===== config.mk =====
export PLATFORM = sky130hd
export DESIGN_NAME = ao_peripheral_subsystem
export DESIGN_NICKNAME = d
export VERILOG_FILES = /design/src/design/ao_periph_pkg.sv /design/src/design/ao_peripheral_subsystem.sv /design/src/design/fast_intr_ctrl.sv /design/src/design/gpio.sv /design/src/design/obi_to_reg.sv /design/src/design/reg_demux.sv /design/src/design/soc_ctrl.sv
export SDC_FILE = /design/constraint.sdc
export NUM_CORES = 1
export LEC_CHECK = 0
export BUFFER_PORTS_ARGS = -buffer_cell sky130_fd_sc_hd__buf_2
export CORE_ASPECT_RATIO = 0.8
export CORE_MARGIN = 2
export CORE_UTILIZATION = 58
export CTS_BUF_LIST = sky130_fd_sc_hd__clkbuf_4
export DETAILED_ROUTE_END_ITERATION = 16
export PLACE_DENSITY = 0.82
export RECOVER_POWER = 100
export SYNTH_ARGS = -nofsm -noshare
export SYNTH_HDL_FRONTEND = slang
export SYNTH_HIERARCHICAL = 1
export SYNTH_SLANG_ARGS = --single-unit

===== constraint.sdc =====
create_clock -name clk_i -period 6 [get_ports clk_i]
set_input_delay 0.3 -clock clk_i [delete_from_list [all_inputs] [get_ports clk_i]]
set_output_delay 0.3 -clock clk_i [all_outputs]
set_load 0.05 [all_outputs]

===== src/design/ao_periph_pkg.sv =====
// Always-on peripheral package
// OBI and register-bus structs, peripheral address map, register offsets

package ao_periph_pkg;

  typedef struct packed {
    logic        req;
    logic        we;
    logic [3:0]  be;
    logic [31:0] addr;
    logic [31:0] wdata;
  } obi_req_t;

  typedef struct packed {
    logic        gnt;
    logic        rvalid;
    logic        err;
    logic [31:0] rdata;
  } obi_resp_t;

  typedef struct packed {
    logic        valid;
    logic        write;
    logic [31:0] addr;
    logic [31:0] wdata;
    logic [3:0]  wstrb;
  } reg_req_t;

  typedef struct packed {
    logic [31:0] rdata;
    logic        error;
  } reg_rsp_t;

  // Peripheral select lives in address bits 15:12
  localparam int unsigned NUM_PERIPH = 3;
  localparam int unsigned SEL_WIDTH  = 2;

  localparam int unsigned SOC_CTRL_IDX  = 0;
  localparam int unsigned FAST_INTR_IDX = 1;
  localparam int unsigned GPIO_IDX      = 2;

  localparam logic [3:0] SOC_CTRL_EXIT_VALID = 4'h0;
  localparam logic [3:0] SOC_CTRL_EXIT_VALUE = 4'h4;
  localparam logic [3:0] SOC_CTRL_BOOT       = 4'h8;
  localparam logic [3:0] SOC_CTRL_SCRATCH    = 4'hC;

  localparam logic [3:0] FAST_INTR_PENDING = 4'h0;
  localparam logic [3:0] FAST_INTR_ENABLE  = 4'h4;

  localparam logic [3:0] GPIO_IN          = 4'h0;
  localparam logic [3:0] GPIO_OUT         = 4'h4;
  localparam logic [3:0] GPIO_OUT_EN      = 4'h8;
  localparam logic [3:0] GPIO_INTR_STATUS = 4'hC;

  localparam int unsigned NUM_FAST_INTR = 15;
  localparam int unsigned NUM_GPIO      = 8;

  // Expand byte strobes into a bit mask
  function automatic logic [31:0] strb_to_mask(logic [3:0] strb);
    logic [31:0] mask;
    for (int b = 0; b < 4; b++) begin
      mask[b*8+:8] = {8{strb[b]}};
    end
    return mask;
  endfunction

endpackage : ao_periph_pkg


===== src/design/ao_peripheral_subsystem.sv =====
// Always-on peripheral subsystem
// OBI slave port bridged to SoC control, fast interrupt and GPIO registers

module ao_peripheral_subsystem
  import ao_periph_pkg::*;
(
  input  logic                     clk_i,
  input  logic                     rst_n_i,

  input  obi_req_t                 slave_req_i,
  output obi_resp_t                slave_resp_o,

  input  logic                     boot_select_i,
  input  logic                     execute_from_flash_i,
  output logic                     exit_valid_o,
  output logic [31:0]              exit_value_o,

  input  logic [NUM_FAST_INTR-1:0] fast_intr_i,
  output logic [NUM_FAST_INTR-1:0] fast_intr_o,

  input  logic [NUM_GPIO-1:0]      cio_gpio_i,
  output logic [NUM_GPIO-1:0]      cio_gpio_o,
  output logic [NUM_GPIO-1:0]      cio_gpio_en_o,
  output logic [NUM_GPIO-1:0]      intr_gpio_o
);

  reg_req_t                  periph_req;
  reg_rsp_t                  periph_rsp;
  reg_req_t [NUM_PERIPH-1:0] slv_req;
  reg_rsp_t [NUM_PERIPH-1:0] slv_rsp;

  obi_to_reg u_obi_to_reg (
    .clk_i      (clk_i),
    .rst_n_i    (rst_n_i),
    .obi_req_i  (slave_req_i),
    .obi_resp_o (slave_resp_o),
    .reg_req_o  (periph_req),
    .reg_rsp_i  (periph_rsp)
  );

  reg_demux u_reg_demux (
    .reg_req_i    (periph_req),
    .reg_rsp_o    (periph_rsp),
    .periph_req_o (slv_req),
    .periph_rsp_i (slv_rsp)
  );

  soc_ctrl u_soc_ctrl (
    .clk_i                (clk_i),
    .rst_n_i              (rst_n_i),
    .reg_req_i            (slv_req[SOC_CTRL_IDX]),
    .reg_rsp_o            (slv_rsp[SOC_CTRL_IDX]),
    .boot_select_i        (boot_select_i),
    .execute_from_flash_i (execute_from_flash_i),
    .exit_valid_o         (exit_valid_o),
    .exit_value_o         (exit_value_o)
  );

  fast_intr_ctrl u_fast_intr_ctrl (
    .clk_i       (clk_i),
    .rst_n_i     (rst_n_i),
    .reg_req_i   (slv_req[FAST_INTR_IDX]),
    .reg_rsp_o   (slv_rsp[FAST_INTR_IDX]),
    .fast_intr_i (fast_intr_i),
    .fast_intr_o (fast_intr_o)
  );

  gpio u_gpio (
    .clk_i         (clk_i),
    .rst_n_i       (rst_n_i),
    .reg_req_i     (slv_req[GPIO_IDX]),
    .reg_rsp_o     (slv_rsp[GPIO_IDX]),
    .cio_gpio_i    (cio_gpio_i),
    .cio_gpio_o    (cio_gpio_o),
    .cio_gpio_en_o (cio_gpio_en_o),
    .intr_gpio_o   (intr_gpio_o)
  );

endmodule : ao_peripheral_subsystem


===== src/design/fast_intr_ctrl.sv =====
// Fast interrupt controller
// Sticky pending bits with write-1-to-clear, masked by an enable register

module fast_intr_ctrl
  import ao_periph_pkg::*;
(
  input  logic                     clk_i,
  input  logic                     rst_n_i,
  input  reg_req_t                 reg_req_i,
  output reg_rsp_t                 reg_rsp_o,
  input  logic [NUM_FAST_INTR-1:0] fast_intr_i,
  output logic [NUM_FAST_INTR-1:0] fast_intr_o
);

  logic [3:0]               offset;
  logic                     wr_en;
  logic [31:0]              wmask;
  logic [NUM_FAST_INTR-1:0] clear;

  logic [NUM_FAST_INTR-1:0] pending_q;
  logic [NUM_FAST_INTR-1:0] enable_q;

  assign offset = {reg_req_i.addr[3:2], 2'b00};
  assign wr_en  = reg_req_i.valid & reg_req_i.write;
  assign wmask  = strb_to_mask(reg_req_i.wstrb);

  always_comb begin
    clear = '0;
    if (wr_en && offset == FAST_INTR_PENDING) begin
      clear = reg_req_i.wdata[NUM_FAST_INTR-1:0] & wmask[NUM_FAST_INTR-1:0];
    end
  end

  always_ff @(posedge clk_i) begin
    if (!rst_n_i) begin
      pending_q <= '0;
      enable_q  <= '0;
    end else begin
      // A line high in the clearing cycle keeps its bit
      pending_q <= (pending_q & ~clear) | fast_intr_i;
      if (wr_en && offset == FAST_INTR_ENABLE) begin
        enable_q <= (enable_q & ~wmask[NUM_FAST_INTR-1:0]) |
                    (reg_req_i.wdata[NUM_FAST_INTR-1:0] & wmask[NUM_FAST_INTR-1:0]);
      end
    end
  end

  always_comb begin
    reg_rsp_o.error = 1'b0;
    case (offset)
      FAST_INTR_PENDING: reg_rsp_o.rdata = 32'(pending_q);
      FAST_INTR_ENABLE:  reg_rsp_o.rdata = 32'(enable_q);
      default:           reg_rsp_o.rdata = 32'h0;
    endcase
  end

  assign fast_intr_o = pending_q & enable_q;

endmodule : fast_intr_ctrl


===== src/design/gpio.sv =====
// GPIO block for 8 pins
// Synchronized inputs, output and enable registers, rising-edge interrupts

module gpio
  import ao_periph_pkg::*;
(
  input  logic                clk_i,
  input  logic                rst_n_i,
  input  reg_req_t            reg_req_i,
  output reg_rsp_t            reg_rsp_o,
  input  logic [NUM_GPIO-1:0] cio_gpio_i,
  output logic [NUM_GPIO-1:0] cio_gpio_o,
  output logic [NUM_GPIO-1:0] cio_gpio_en_o,
  output logic [NUM_GPIO-1:0] intr_gpio_o
);

  logic [3:0]          offset;
  logic                wr_en;
  logic [NUM_GPIO-1:0] wmask;
  logic [NUM_GPIO-1:0] wdata;
  logic [NUM_GPIO-1:0] clear;
  logic [NUM_GPIO-1:0] rise;

  logic [NUM_GPIO-1:0] sync1_q;
  logic [NUM_GPIO-1:0] sync2_q;
  logic [NUM_GPIO-1:0] delay_q;
  logic [NUM_GPIO-1:0] out_q;
  logic [NUM_GPIO-1:0] out_en_q;
  logic [NUM_GPIO-1:0] intr_q;

  assign offset = {reg_req_i.addr[3:2], 2'b00};
  assign wr_en  = reg_req_i.valid & reg_req_i.write;
  assign wmask  = NUM_GPIO'(strb_to_mask(reg_req_i.wstrb));
  assign wdata  = reg_req_i.wdata[NUM_GPIO-1:0];

  assign rise  = sync2_q & ~delay_q;
  assign clear = (wr_en && offset == GPIO_INTR_STATUS) ? (wdata & wmask) : '0;

  always_ff @(posedge clk_i) begin
    if (!rst_n_i) begin
      sync1_q  <= '0;
      sync2_q  <= '0;
      delay_q  <= '0;
      out_q    <= '0;
      out_en_q <= '0;
      intr_q   <= '0;
    end else begin
      sync1_q <= cio_gpio_i;
      sync2_q <= sync1_q;
      delay_q <= sync2_q;
      // New edge wins over a clear in the same cycle
      intr_q  <= (intr_q & ~clear) | rise;
      if (wr_en && offset == GPIO_OUT) begin
        out_q <= (out_q & ~wmask) | (wdata & wmask);
      end
      if (wr_en && offset == GPIO_OUT_EN) begin
        out_en_q <= (out_en_q & ~wmask) | (wdata & wmask);
      end
    end
  end

  always_comb begin
    reg_rsp_o.error = 1'b0;
    case (offset)
      GPIO_IN:          reg_rsp_o.rdata = 32'(sync2_q);
      GPIO_OUT:         reg_rsp_o.rdata = 32'(out_q);
      GPIO_OUT_EN:      reg_rsp_o.rdata = 32'(out_en_q);
      GPIO_INTR_STATUS: reg_rsp_o.rdata = 32'(intr_q);
      default:          reg_rsp_o.rdata = 32'h0;
    endcase
  end

  assign cio_gpio_o    = out_q;
  assign cio_gpio_en_o = out_en_q;
  assign intr_gpio_o   = intr_q;

endmodule : gpio


===== src/design/obi_to_reg.sv =====
// OBI to register-bus bridge
// Stage one turns an accepted request into a strobe, stage two returns rvalid

module obi_to_reg
  import ao_periph_pkg::*;
(
  input  logic      clk_i,
  input  logic      rst_n_i,
  input  obi_req_t  obi_req_i,
  output obi_resp_t obi_resp_o,
  output reg_req_t  reg_req_o,
  input  reg_rsp_t  reg_rsp_i
);

  logic        gnt_q;
  logic        accepted;

  logic        valid_q;
  logic        write_q;
  logic [31:0] addr_q;
  logic [31:0] wdata_q;
  logic [3:0]  wstrb_q;

  logic        rvalid_q;
  logic        err_q;
  logic [31:0] rdata_q;

  assign accepted = obi_req_i.req & gnt_q;

  // Grant comes up one cycle after reset release
  always_ff @(posedge clk_i) begin
    if (!rst_n_i) begin
      gnt_q    <= 1'b0;
      valid_q  <= 1'b0;
      rvalid_q <= 1'b0;
      err_q    <= 1'b0;
    end else begin
      gnt_q    <= 1'b1;
      valid_q  <= accepted;
      rvalid_q <= valid_q;
      err_q    <= valid_q & reg_rsp_i.error;
    end
  end

  always_ff @(posedge clk_i) begin
    if (accepted) begin
      write_q <= obi_req_i.we;
      addr_q  <= obi_req_i.addr;
      wdata_q <= obi_req_i.wdata;
      wstrb_q <= obi_req_i.be;
    end
  end

  // Writes return zero data
  always_ff @(posedge clk_i) begin
    if (valid_q) begin
      rdata_q <= write_q ? 32'h0 : reg_rsp_i.rdata;
    end
  end

  assign reg_req_o = '{valid: valid_q, write: write_q, addr: addr_q,
                       wdata: wdata_q, wstrb: wstrb_q};

  assign obi_resp_o = '{gnt: gnt_q, rvalid: rvalid_q, err: err_q, rdata: rdata_q};

  // Every accepted request answers two edges later, and only then
  a_rvalid_latency: assert property (@(posedge clk_i) disable iff (!rst_n_i)
    obi_resp_o.rvalid == $past(accepted, 2));

endmodule : obi_to_reg


===== src/design/reg_demux.sv =====
// Register-bus demultiplexer
// Routes the strobe by address bits 15:12, flags unmapped peripherals

module reg_demux
  import ao_periph_pkg::*;
(
  input  reg_req_t                  reg_req_i,
  output reg_rsp_t                  reg_rsp_o,
  output reg_req_t [NUM_PERIPH-1:0] periph_req_o,
  input  reg_rsp_t [NUM_PERIPH-1:0] periph_rsp_i
);

  logic [3:0]           field;
  logic                 in_range;
  logic [SEL_WIDTH-1:0] sel;
  logic [NUM_PERIPH-1:0] valid_vec;

  assign field    = reg_req_i.addr[15:12];
  assign in_range = (field < 4'(NUM_PERIPH));
  assign sel      = field[SEL_WIDTH-1:0];

  always_comb begin
    for (int i = 0; i < NUM_PERIPH; i++) begin
      periph_req_o[i]       = reg_req_i;
      valid_vec[i]          = reg_req_i.valid & in_range & (sel == SEL_WIDTH'(i));
      periph_req_o[i].valid = valid_vec[i];
    end
  end

  // Unmapped field answers with an error and no data
  always_comb begin
    if (in_range) begin
      reg_rsp_o = periph_rsp_i[sel];
    end else begin
      reg_rsp_o.rdata = 32'h0;
      reg_rsp_o.error = 1'b1;
    end
  end

  always_comb begin
    a_one_slave: assert ($onehot0(valid_vec));
  end

endmodule : reg_demux


===== src/design/soc_ctrl.sv =====
// SoC control registers
// Exit valid/value, boot-mode status and a scratch word

module soc_ctrl
  import ao_periph_pkg::*;
(
  input  logic        clk_i,
  input  logic        rst_n_i,
  input  reg_req_t    reg_req_i,
  output reg_rsp_t    reg_rsp_o,
  input  logic        boot_select_i,
  input  logic        execute_from_flash_i,
  output logic        exit_valid_o,
  output logic [31:0] exit_value_o
);

  logic [3:0]  offset;
  logic        wr_en;
  logic [31:0] wmask;

  logic        exit_valid_q;
  logic [31:0] exit_value_q;
  logic [31:0] scratch_q;

  assign offset = {reg_req_i.addr[3:2], 2'b00};
  assign wr_en  = reg_req_i.valid & reg_req_i.write;
  assign wmask  = strb_to_mask(reg_req_i.wstrb);

  always_ff @(posedge clk_i) begin
    if (!rst_n_i) begin
      exit_valid_q <= 1'b0;
      exit_value_q <= 32'h0;
      scratch_q    <= 32'h0;
    end else if (wr_en) begin
      if (offset == SOC_CTRL_EXIT_VALID && reg_req_i.wstrb[0]) begin
        exit_valid_q <= reg_req_i.wdata[0];
      end
      if (offset == SOC_CTRL_EXIT_VALUE) begin
        exit_value_q <= (exit_value_q & ~wmask) | (reg_req_i.wdata & wmask);
      end
      if (offset == SOC_CTRL_SCRATCH) begin
        scratch_q <= (scratch_q & ~wmask) | (reg_req_i.wdata & wmask);
      end
    end
  end

  always_comb begin
    reg_rsp_o.error = 1'b0;
    case (offset)
      SOC_CTRL_EXIT_VALID: reg_rsp_o.rdata = {31'h0, exit_valid_q};
      SOC_CTRL_EXIT_VALUE: reg_rsp_o.rdata = exit_value_q;
      // Read-only boot mode straps
      SOC_CTRL_BOOT:       reg_rsp_o.rdata = {30'h0, execute_from_flash_i, boot_select_i};
      SOC_CTRL_SCRATCH:    reg_rsp_o.rdata = scratch_q;
      default:             reg_rsp_o.rdata = 32'h0;
    endcase
  end

  assign exit_valid_o = exit_valid_q;
  assign exit_value_o = exit_value_q;

endmodule : soc_ctrl


== After elaboration in Yosys (flattened, before gate mapping) ==
Index checks and enable logic that the tools add are counted.
Word-level totals
  input port bits: 97
  logic and storage cells: 83
  output and inout bits: 107
  register bits after elaboration: 232
Cells by class
  eq/ne operators: 5
  bitwise logic cells: 35
  multiplexer cells: 9
  reductions and logical operators: 12
  order comparisons: 2
Operators with widths (number)
  $pmux W32 S4: 1
  $and A32 B32 Y32: 3
  $bmux W33 S2: 1
  $or A32 B32 Y32: 2
  $and A15 B15 Y15: 4
  $and A8 B8 Y8: 5
  $mux W33: 1
  $not A32 Y32: 1
  $pmux W8 S4: 1
  $not A15 Y15: 2
  $or A15 B15 Y15: 2
  $pmux W15 S2: 1
  $not A8 Y8: 3
  $or A8 B8 Y8: 3
  $mux W15: 1
  $and A1 B1 Y1: 9
  $mux W8: 1
  $eq A2 B2 Y1 const B: 3
  $logic_and A1 B1 Y1: 6
  $reduce_and A2 Y1: 3
  $eq A2 B1 Y1 const B: 2
  $logic_not A4 Y1: 1
  $lt A4 B2 Y1 const B: 1
  $lt A2 B3 Y1 const B: 1
  4 further kinds: 5

== Depth between registers and ports, before layout ==
Gate-level depths: netlist (run 1).
  depth after elaboration: 9
  gate-level depth with buffers: 9
  gate-level depth less buffers: 7

== Modules after synthesis ==
The synthesis (run 1) kept the hierarchy.
By module, submodules not included
  obi_to_reg: cells each 149, seq. area each 3113.0 sq um, times used 1, area an instance 3398.3 sq um
  soc_ctrl: cells each 329, seq. area each 1301.2 sq um, times used 1, area an instance 3071.7 sq um
  reg_demux: cells each 366, seq. area each 0.0 sq um, times used 1, area an instance 2513.7 sq um
  gpio: cells each 186, seq. area each 960.9 sq um, times used 1, area an instance 2028.2 sq um
  fast_intr_ctrl: cells each 201, seq. area each 600.6 sq um, times used 1, area an instance 1707.9 sq um

== Least setup slack after synthesis (run 1) ==
Ideal clock, no wire load.
  path type: register to register
  from: reg u_obi_to_reg.valid_q
  to: reg with a tool-made name
  slack: 3.268 ns
  library setup time: 0.072 ns
  cell stages (with the launch flop): 8
  clock period less this slack: 2.732 ns
  data arrival time: 2.660 ns
  data required time: 5.928 ns
  path buffers: 1
  cell sequence: dfxtp_1 -> buf_4 -> inv_1 -> or2_1 -> nor3_1 -> nand3_1 -> nor2_2 -> mux2i_1
RTL lines
  start: declaration: RTL line obi_to_reg.sv:18  | logic valid_q;
  start signal: assignment: RTL line obi_to_reg.sv:39  | valid_q <= accepted;

==> results of run 1 <==
per-stage QoR:
step | power [µW] | worst slack [ns] | cells
floorplan | 1847 | 3.268 | 1110
global placement | 1865 | 2.635 | 1364
detailed placement | 1870 | 2.578 | 1364
CTS | 3156 | 2.508 | 1529
global route | 3267 | 1.639 | 1531
finish | 3125 | 2.052 | 1531
area by class of cell:
type / count / area share (%)
multi-input combinational: 689 / 36.76
tap: 253 / 2.581
clock buffer: 88 / 5.387
antenna: 2 / 0.04081
sequential: 222 / 42.36
inverter: 11 / 0.3367
timing repair buffer: 256 / 12.15
clock inverter: 10 / 0.3775
worst register-to-register path: cells and delay by family, from the launching register on:
family                 cells  cell delay (ns)
buffers and inverters      2             1.43
flip-flops                 1             0.30
multiplexers               1             0.28
AND/OR/NAND/NOR            4             1.87
power breakdown:
| part | internal (µW) | switching [µW] |
|---|---|---|
| registers | 1590 | 25.4 |
| logic | 92.5 | 160 |
| clock network | 662 | 591 |
routing by layer:
| metal | up-vias | wire [µm] |
|---|---|---|
| met5 | - | 0 |
| met4 | 0 | 469 |
| met3 | 41 | 1832 |
| met2 | 285 | 11990 |
| met1 | 3791 | 11340 |
| li1 | 3875 | - |
worst max path at each step:
stage	start	end	depth (start not counted)
6_report	u_obi_to_reg/valid_q	flip-flop	7
5_1_grt	rst_n_i	u_fast_intr_ctrl/pending_q[0]	4
4_1_cts	u_obi_to_reg/addr_q[13]	flip-flop	7
3_5_place_dp	u_obi_to_reg/addr_q[13]	flip-flop	7
3_3_place_gp	u_obi_to_reg/addr_q[13]	flip-flop	7
2_1_floorplan	u_obi_to_reg/valid_q	flip-flop	7
==> results.sh, run 1 <==
export IMPL_failed_checks="capacitance limit, slew limit"
export IMPL_core_rowCount=44
export IMPL_dieArea_um2=19940
export IMPL_root_buffer="clkbuf_4"
export IMPL_gp_congestion=0.8389
export IMPL_cts_htree_levels=2
export IMPL_track_usage_pct=25.57
export IMPL_fillers=1503
export IMPL_cp_num_buf_inv=2
export IMPL_final_cell_area_um2=12260
export IMPL_finalSetupViolCount=0
export IMPL_arrival_ns=4.50
export IMPL_drt_antenna_violating_nets=0
export IMPL_setup_tns_ns=0
export IMPL_whs_path_depth=1
export IMPL_max_stage_delay_ns=1.34
export IMPL_grt_max_degree=114
export IMPL_place_hpwl_um=15720
export IMPL_syn_inst=1069
export IMPL_finalCritPeriodShare_pct=65.80
export IMPL_io_pins=204
export IMPL_via_per_inst=5.220
export IMPL_min_path_type="in -> reg"
export IMPL_path_max_fanout=35
export IMPL_grtUsageMet1_pct=34.21
export IMPL_endpoint_kind="flip-flop"
export IMPL_cts_made_buffers=54
export IMPL_path_clk_slew_ns=0.06
export IMPL_wirelength_um=25630
export IMPL_max_freq_mhz=253.3
export IMPL_drt_iter0_drc=597
export IMPL_first_global_vias=7686
export IMPL_cts_sinks=222
export IMPL_final_cell_mix="nand2_1 (185), dfxtp_1 (147), mux2i_1 (141), clkbuf_1 (117), nor2b_1 (94)"
export IMPL_yosysWarningCount=6
export IMPL_die_w_um=157.4
export IMPL_post_route_util_pct=67.09
export IMPL_reg2reg_depth=7
export IMPL_cp_cell_sequence="clkbuf_1 -> inv_1 -> or2_0 -> nor3_1 -> nand3_1 -> nor2_1 -> mux2i_1"
export IMPL_dr_total_vias=7992
export IMPL_min_to="u_obi_to_reg/gnt_q"
export IMPL_p_per_area_nw_per_um2=254.8
export IMPL_fin_nets=1331
export IMPL_final_common_cell="nand2_1"
export IMPL_grt_overflow=0
export IMPL_crit_path_top_delay_cell="clkbuf_1"
export IMPL_p_leak_uw=0.004675
export IMPL_gr_max_usage_layer="met2"
export IMPL_regArea_um2=5195
export IMPL_holdCritStartpoint="rst_n_i"
export IMPL_routedWlPerCell_um=16.74
export IMPL_antenna_found_initial=1
export IMPL_syn_to_final_growth_pct=12.32
export IMPL_grt_pass1_wl_um=39730
export IMPL_multi_input_area_um2=4508
export IMPL_met2_usage_pct=40.84
export IMPL_post_cts_buffers=0
export IMPL_status="finished with violations"
export IMPL_grtUsageMet3_pct=6.696
export IMPL_worstSetupPathType="reg -> reg"
export IMPL_place_area_um2=11100
export IMPL_avgSynthCellArea_um2=10.21
export IMPL_cts_resized_gates=0
export IMPL_rsz0062_at_grt="no"
export IMPL_clk_latency_ns=0.66
export IMPL_clk_path_buf_depth=3
export IMPL_drive_gt1_share_pct=13.17
export IMPL_drc_errors=0
export IMPL_core_um2=18280
export IMPL_finalHoldViolCount=0
export IMPL_port_buffers=177
export IMPL_final_max_slew_viol_count=205
export IMPL_crit_family="simple AND/OR/NAND/NOR gates"
export IMPL_tightest_slew_ns=3.418
export IMPL_hold_worst_slack_ns=0.3077
export IMPL_irDropWorstVdd_mv=0.1741
export IMPL_ctsHoldBuffers=67
export IMPL_drv_cap=4
export IMPL_finClkSkew_ns=0.04895
export IMPL_required_ns=6.56
export IMPL_cts_tree="built"
export IMPL_rrSetupSlack_ns=2.05
export IMPL_finalCriticalPeriod_ns=3.948
export IMPL_dieHeight_um=126.7
export IMPL_initial_core_util_pct=59.73
export IMPL_crit_path_start_kind="flip-flop"
export IMPL_syn_area_um2=10920
export IMPL_maxSlewHeadroom_pct=-127.9
export IMPL_r2r_start="u_obi_to_reg/valid_q"
export IMPL_drtPass1Iterations=5
Power figures use the tool's default switching activity.
==> run 2: changes to the inputs <==
==> constraint.sdc (replaced) <==
create_clock -name clk_i -period 3.8 [get_ports clk_i]
set_input_delay 0.19 -clock clk_i [delete_from_list [all_inputs] [get_ports clk_i]]
set_output_delay 0.19 -clock clk_i [all_outputs]
set_load 0.05 [all_outputs]
==> run 2 against run 1 <==
The flow still finishes with violations (capacitance limit, slew limit). Critical path depth is 3 lower. First-iteration DRC count rose by 0.67%. Die area unchanged. Non-clock buffer count increased by 3. Global-route usage rose by 0.065 points. Clock power is 68% higher. Clock skew rose by 0.0080 ns. Sequential share of layout area is 0.19 points lower.
==> results.sh, run 2 (synthesis results as in run 1) <==
export IMPL_status="finished with violations"
export IMPL_failed_checks="capacitance limit, slew limit"
export IMPL_final_common_cell="nand2_1"
export IMPL_die_w_um=157.4
export IMPL_total_power_uw=5050
export IMPL_min_path_type="in -> reg"
export IMPL_first_global_vias=7687
export IMPL_track_usage_pct=25.63
export IMPL_drv_cap=4
export IMPL_via_per_inst=5.124
export IMPL_p_leak_uw=0.004706
export IMPL_crit_path_top_delay_cell="clkbuf_2"
export IMPL_syn_to_final_growth_pct=12.82
export IMPL_dieArea_um2=19940
export IMPL_required_ns=4.36
export IMPL_routedWlPerCell_um=16.78
export IMPL_grt_max_degree=98
export IMPL_worstSetupPathType="reg -> reg"
export IMPL_tightest_slew_ns=1.822
export IMPL_crit_path_start_kind="flip-flop"
export IMPL_drc_errors=0
export IMPL_core_um2=18280
export IMPL_max_freq_mhz=314.5
export IMPL_cp_cell_sequence="clkbuf_2 -> nand4_1 -> nor2_1 -> mux2i_1"
export IMPL_ctsHoldBuffers=67
export IMPL_initial_core_util_pct=59.73
export IMPL_max_stage_delay_ns=0.92
export IMPL_gp_congestion=0.8443
export IMPL_final_max_slew_viol_count=160
export IMPL_cts_tree="built"
export IMPL_path_clk_slew_ns=0.07
export IMPL_place_hpwl_um=15860
export IMPL_clk_latency_ns=0.69
export IMPL_finalHoldViolCount=0
export IMPL_crit_family="simple AND/OR/NAND/NOR gates"
export IMPL_grt_pass1_wl_um=39650
export IMPL_cts_resized_gates=0
export IMPL_root_buffer="clkbuf_4"
export IMPL_cts_htree_levels=2
export IMPL_maxSlewHeadroom_pct=-21.46
export IMPL_post_cts_buffers=0
export IMPL_antenna_found_initial=1
export IMPL_finalCritPeriodShare_pct=83.66
export IMPL_fillers=1504
export IMPL_cts_sinks=222
export IMPL_arrival_ns=3.74
export IMPL_fin_nets=1334
export IMPL_final_cell_mix="nand2_1 (186), dfxtp_1 (147), mux2i_1 (141), clkbuf_1 (116), nor2b_1 (94)"
export IMPL_wirelength_um=25790
export IMPL_finClkSkew_ns=0.05695
export IMPL_clk_path_buf_depth=3
export IMPL_irDropWorstVdd_mv=0.3093
export IMPL_finalSetupViolCount=0
export IMPL_port_buffers=177
export IMPL_io_pins=204
export IMPL_path_max_fanout=41
export IMPL_dieHeight_um=126.7
export IMPL_drt_antenna_violating_nets=0
export IMPL_drtPass1Iterations=5
export IMPL_drt_iter0_drc=601
export IMPL_grt_overflow=0
export IMPL_cts_made_buffers=54
export IMPL_rsz0062_at_grt="no"
export IMPL_dr_total_vias=7875
export IMPL_core_rowCount=44
export IMPL_endpoint_kind="flip-flop"
export IMPL_finalCriticalPeriod_ns=3.179
export IMPL_cp_num_buf_inv=1
export IMPL_drive_gt1_share_pct=13.58
export IMPL_p_per_area_nw_per_um2=410.0
export IMPL_setup_tns_ns=0
-- run 2: area by class of cell --
type	instances	area, µm²	area share, %
Sequential cell	222	5195	42.17
Multi-Input combinational cell	689	4499	36.53
Timing Repair Buffer	259	1509	12.25
Clock buffer	90	675.6	5.485
Tap cell	253	316.6	2.570
Clock inverter	10	73.82	0.5993
Inverter	11	41.29	0.3352
Antenna cell	3	7.507	0.06094
-- run 2: metrics by stage --
stage                     util (%)  hold slack, ns  worst slack (ns)  cells  instance area, µm²
final                        67.39          0.2142            0.6208   1537               12320
after global routing         67.38          0.1906            0.4755   1536               12320
after CTS                    68.70          0.1108            0.9302   1534               12560
after detailed placement     60.93          0.3681            0.9330   1367               11140
after global placement       60.93          0.3664             1.016   1367               11140
after floorplan                  -          0.2177             1.068   1110               11070
-- run 2: path summary, 6_finish.rpt --
path / from / to / slack [ns] / cells past startpoint
setup / recovery: u_obi_to_reg/addr_q[2] / flip-flop / 0.62 / 4
hold / removal: slave_req_i[35] / u_obi_to_reg/addr_q[3] / 0.21 / 2
setup reg to reg: u_obi_to_reg/addr_q[2] / flip-flop / 0.62 / 4
hold reg to reg: u_gpio/sync1_q[1] / u_gpio/sync2_q[1] / 0.44 / 1
-- run 2: metal layers --
layer,global-route usage [%],vias up,routed length [µm]
li1,-,3881,-
met4,7.807,0,516
met5,0,-,0
met3,6.491,46,1916
met1,34.34,3665,11450
met2,41.15,283,11900
-- run 2: power by group --
part	switching, µW	internal, µW
Clock	960	1140
Sequential	42.2	2520
Combinational	249	146
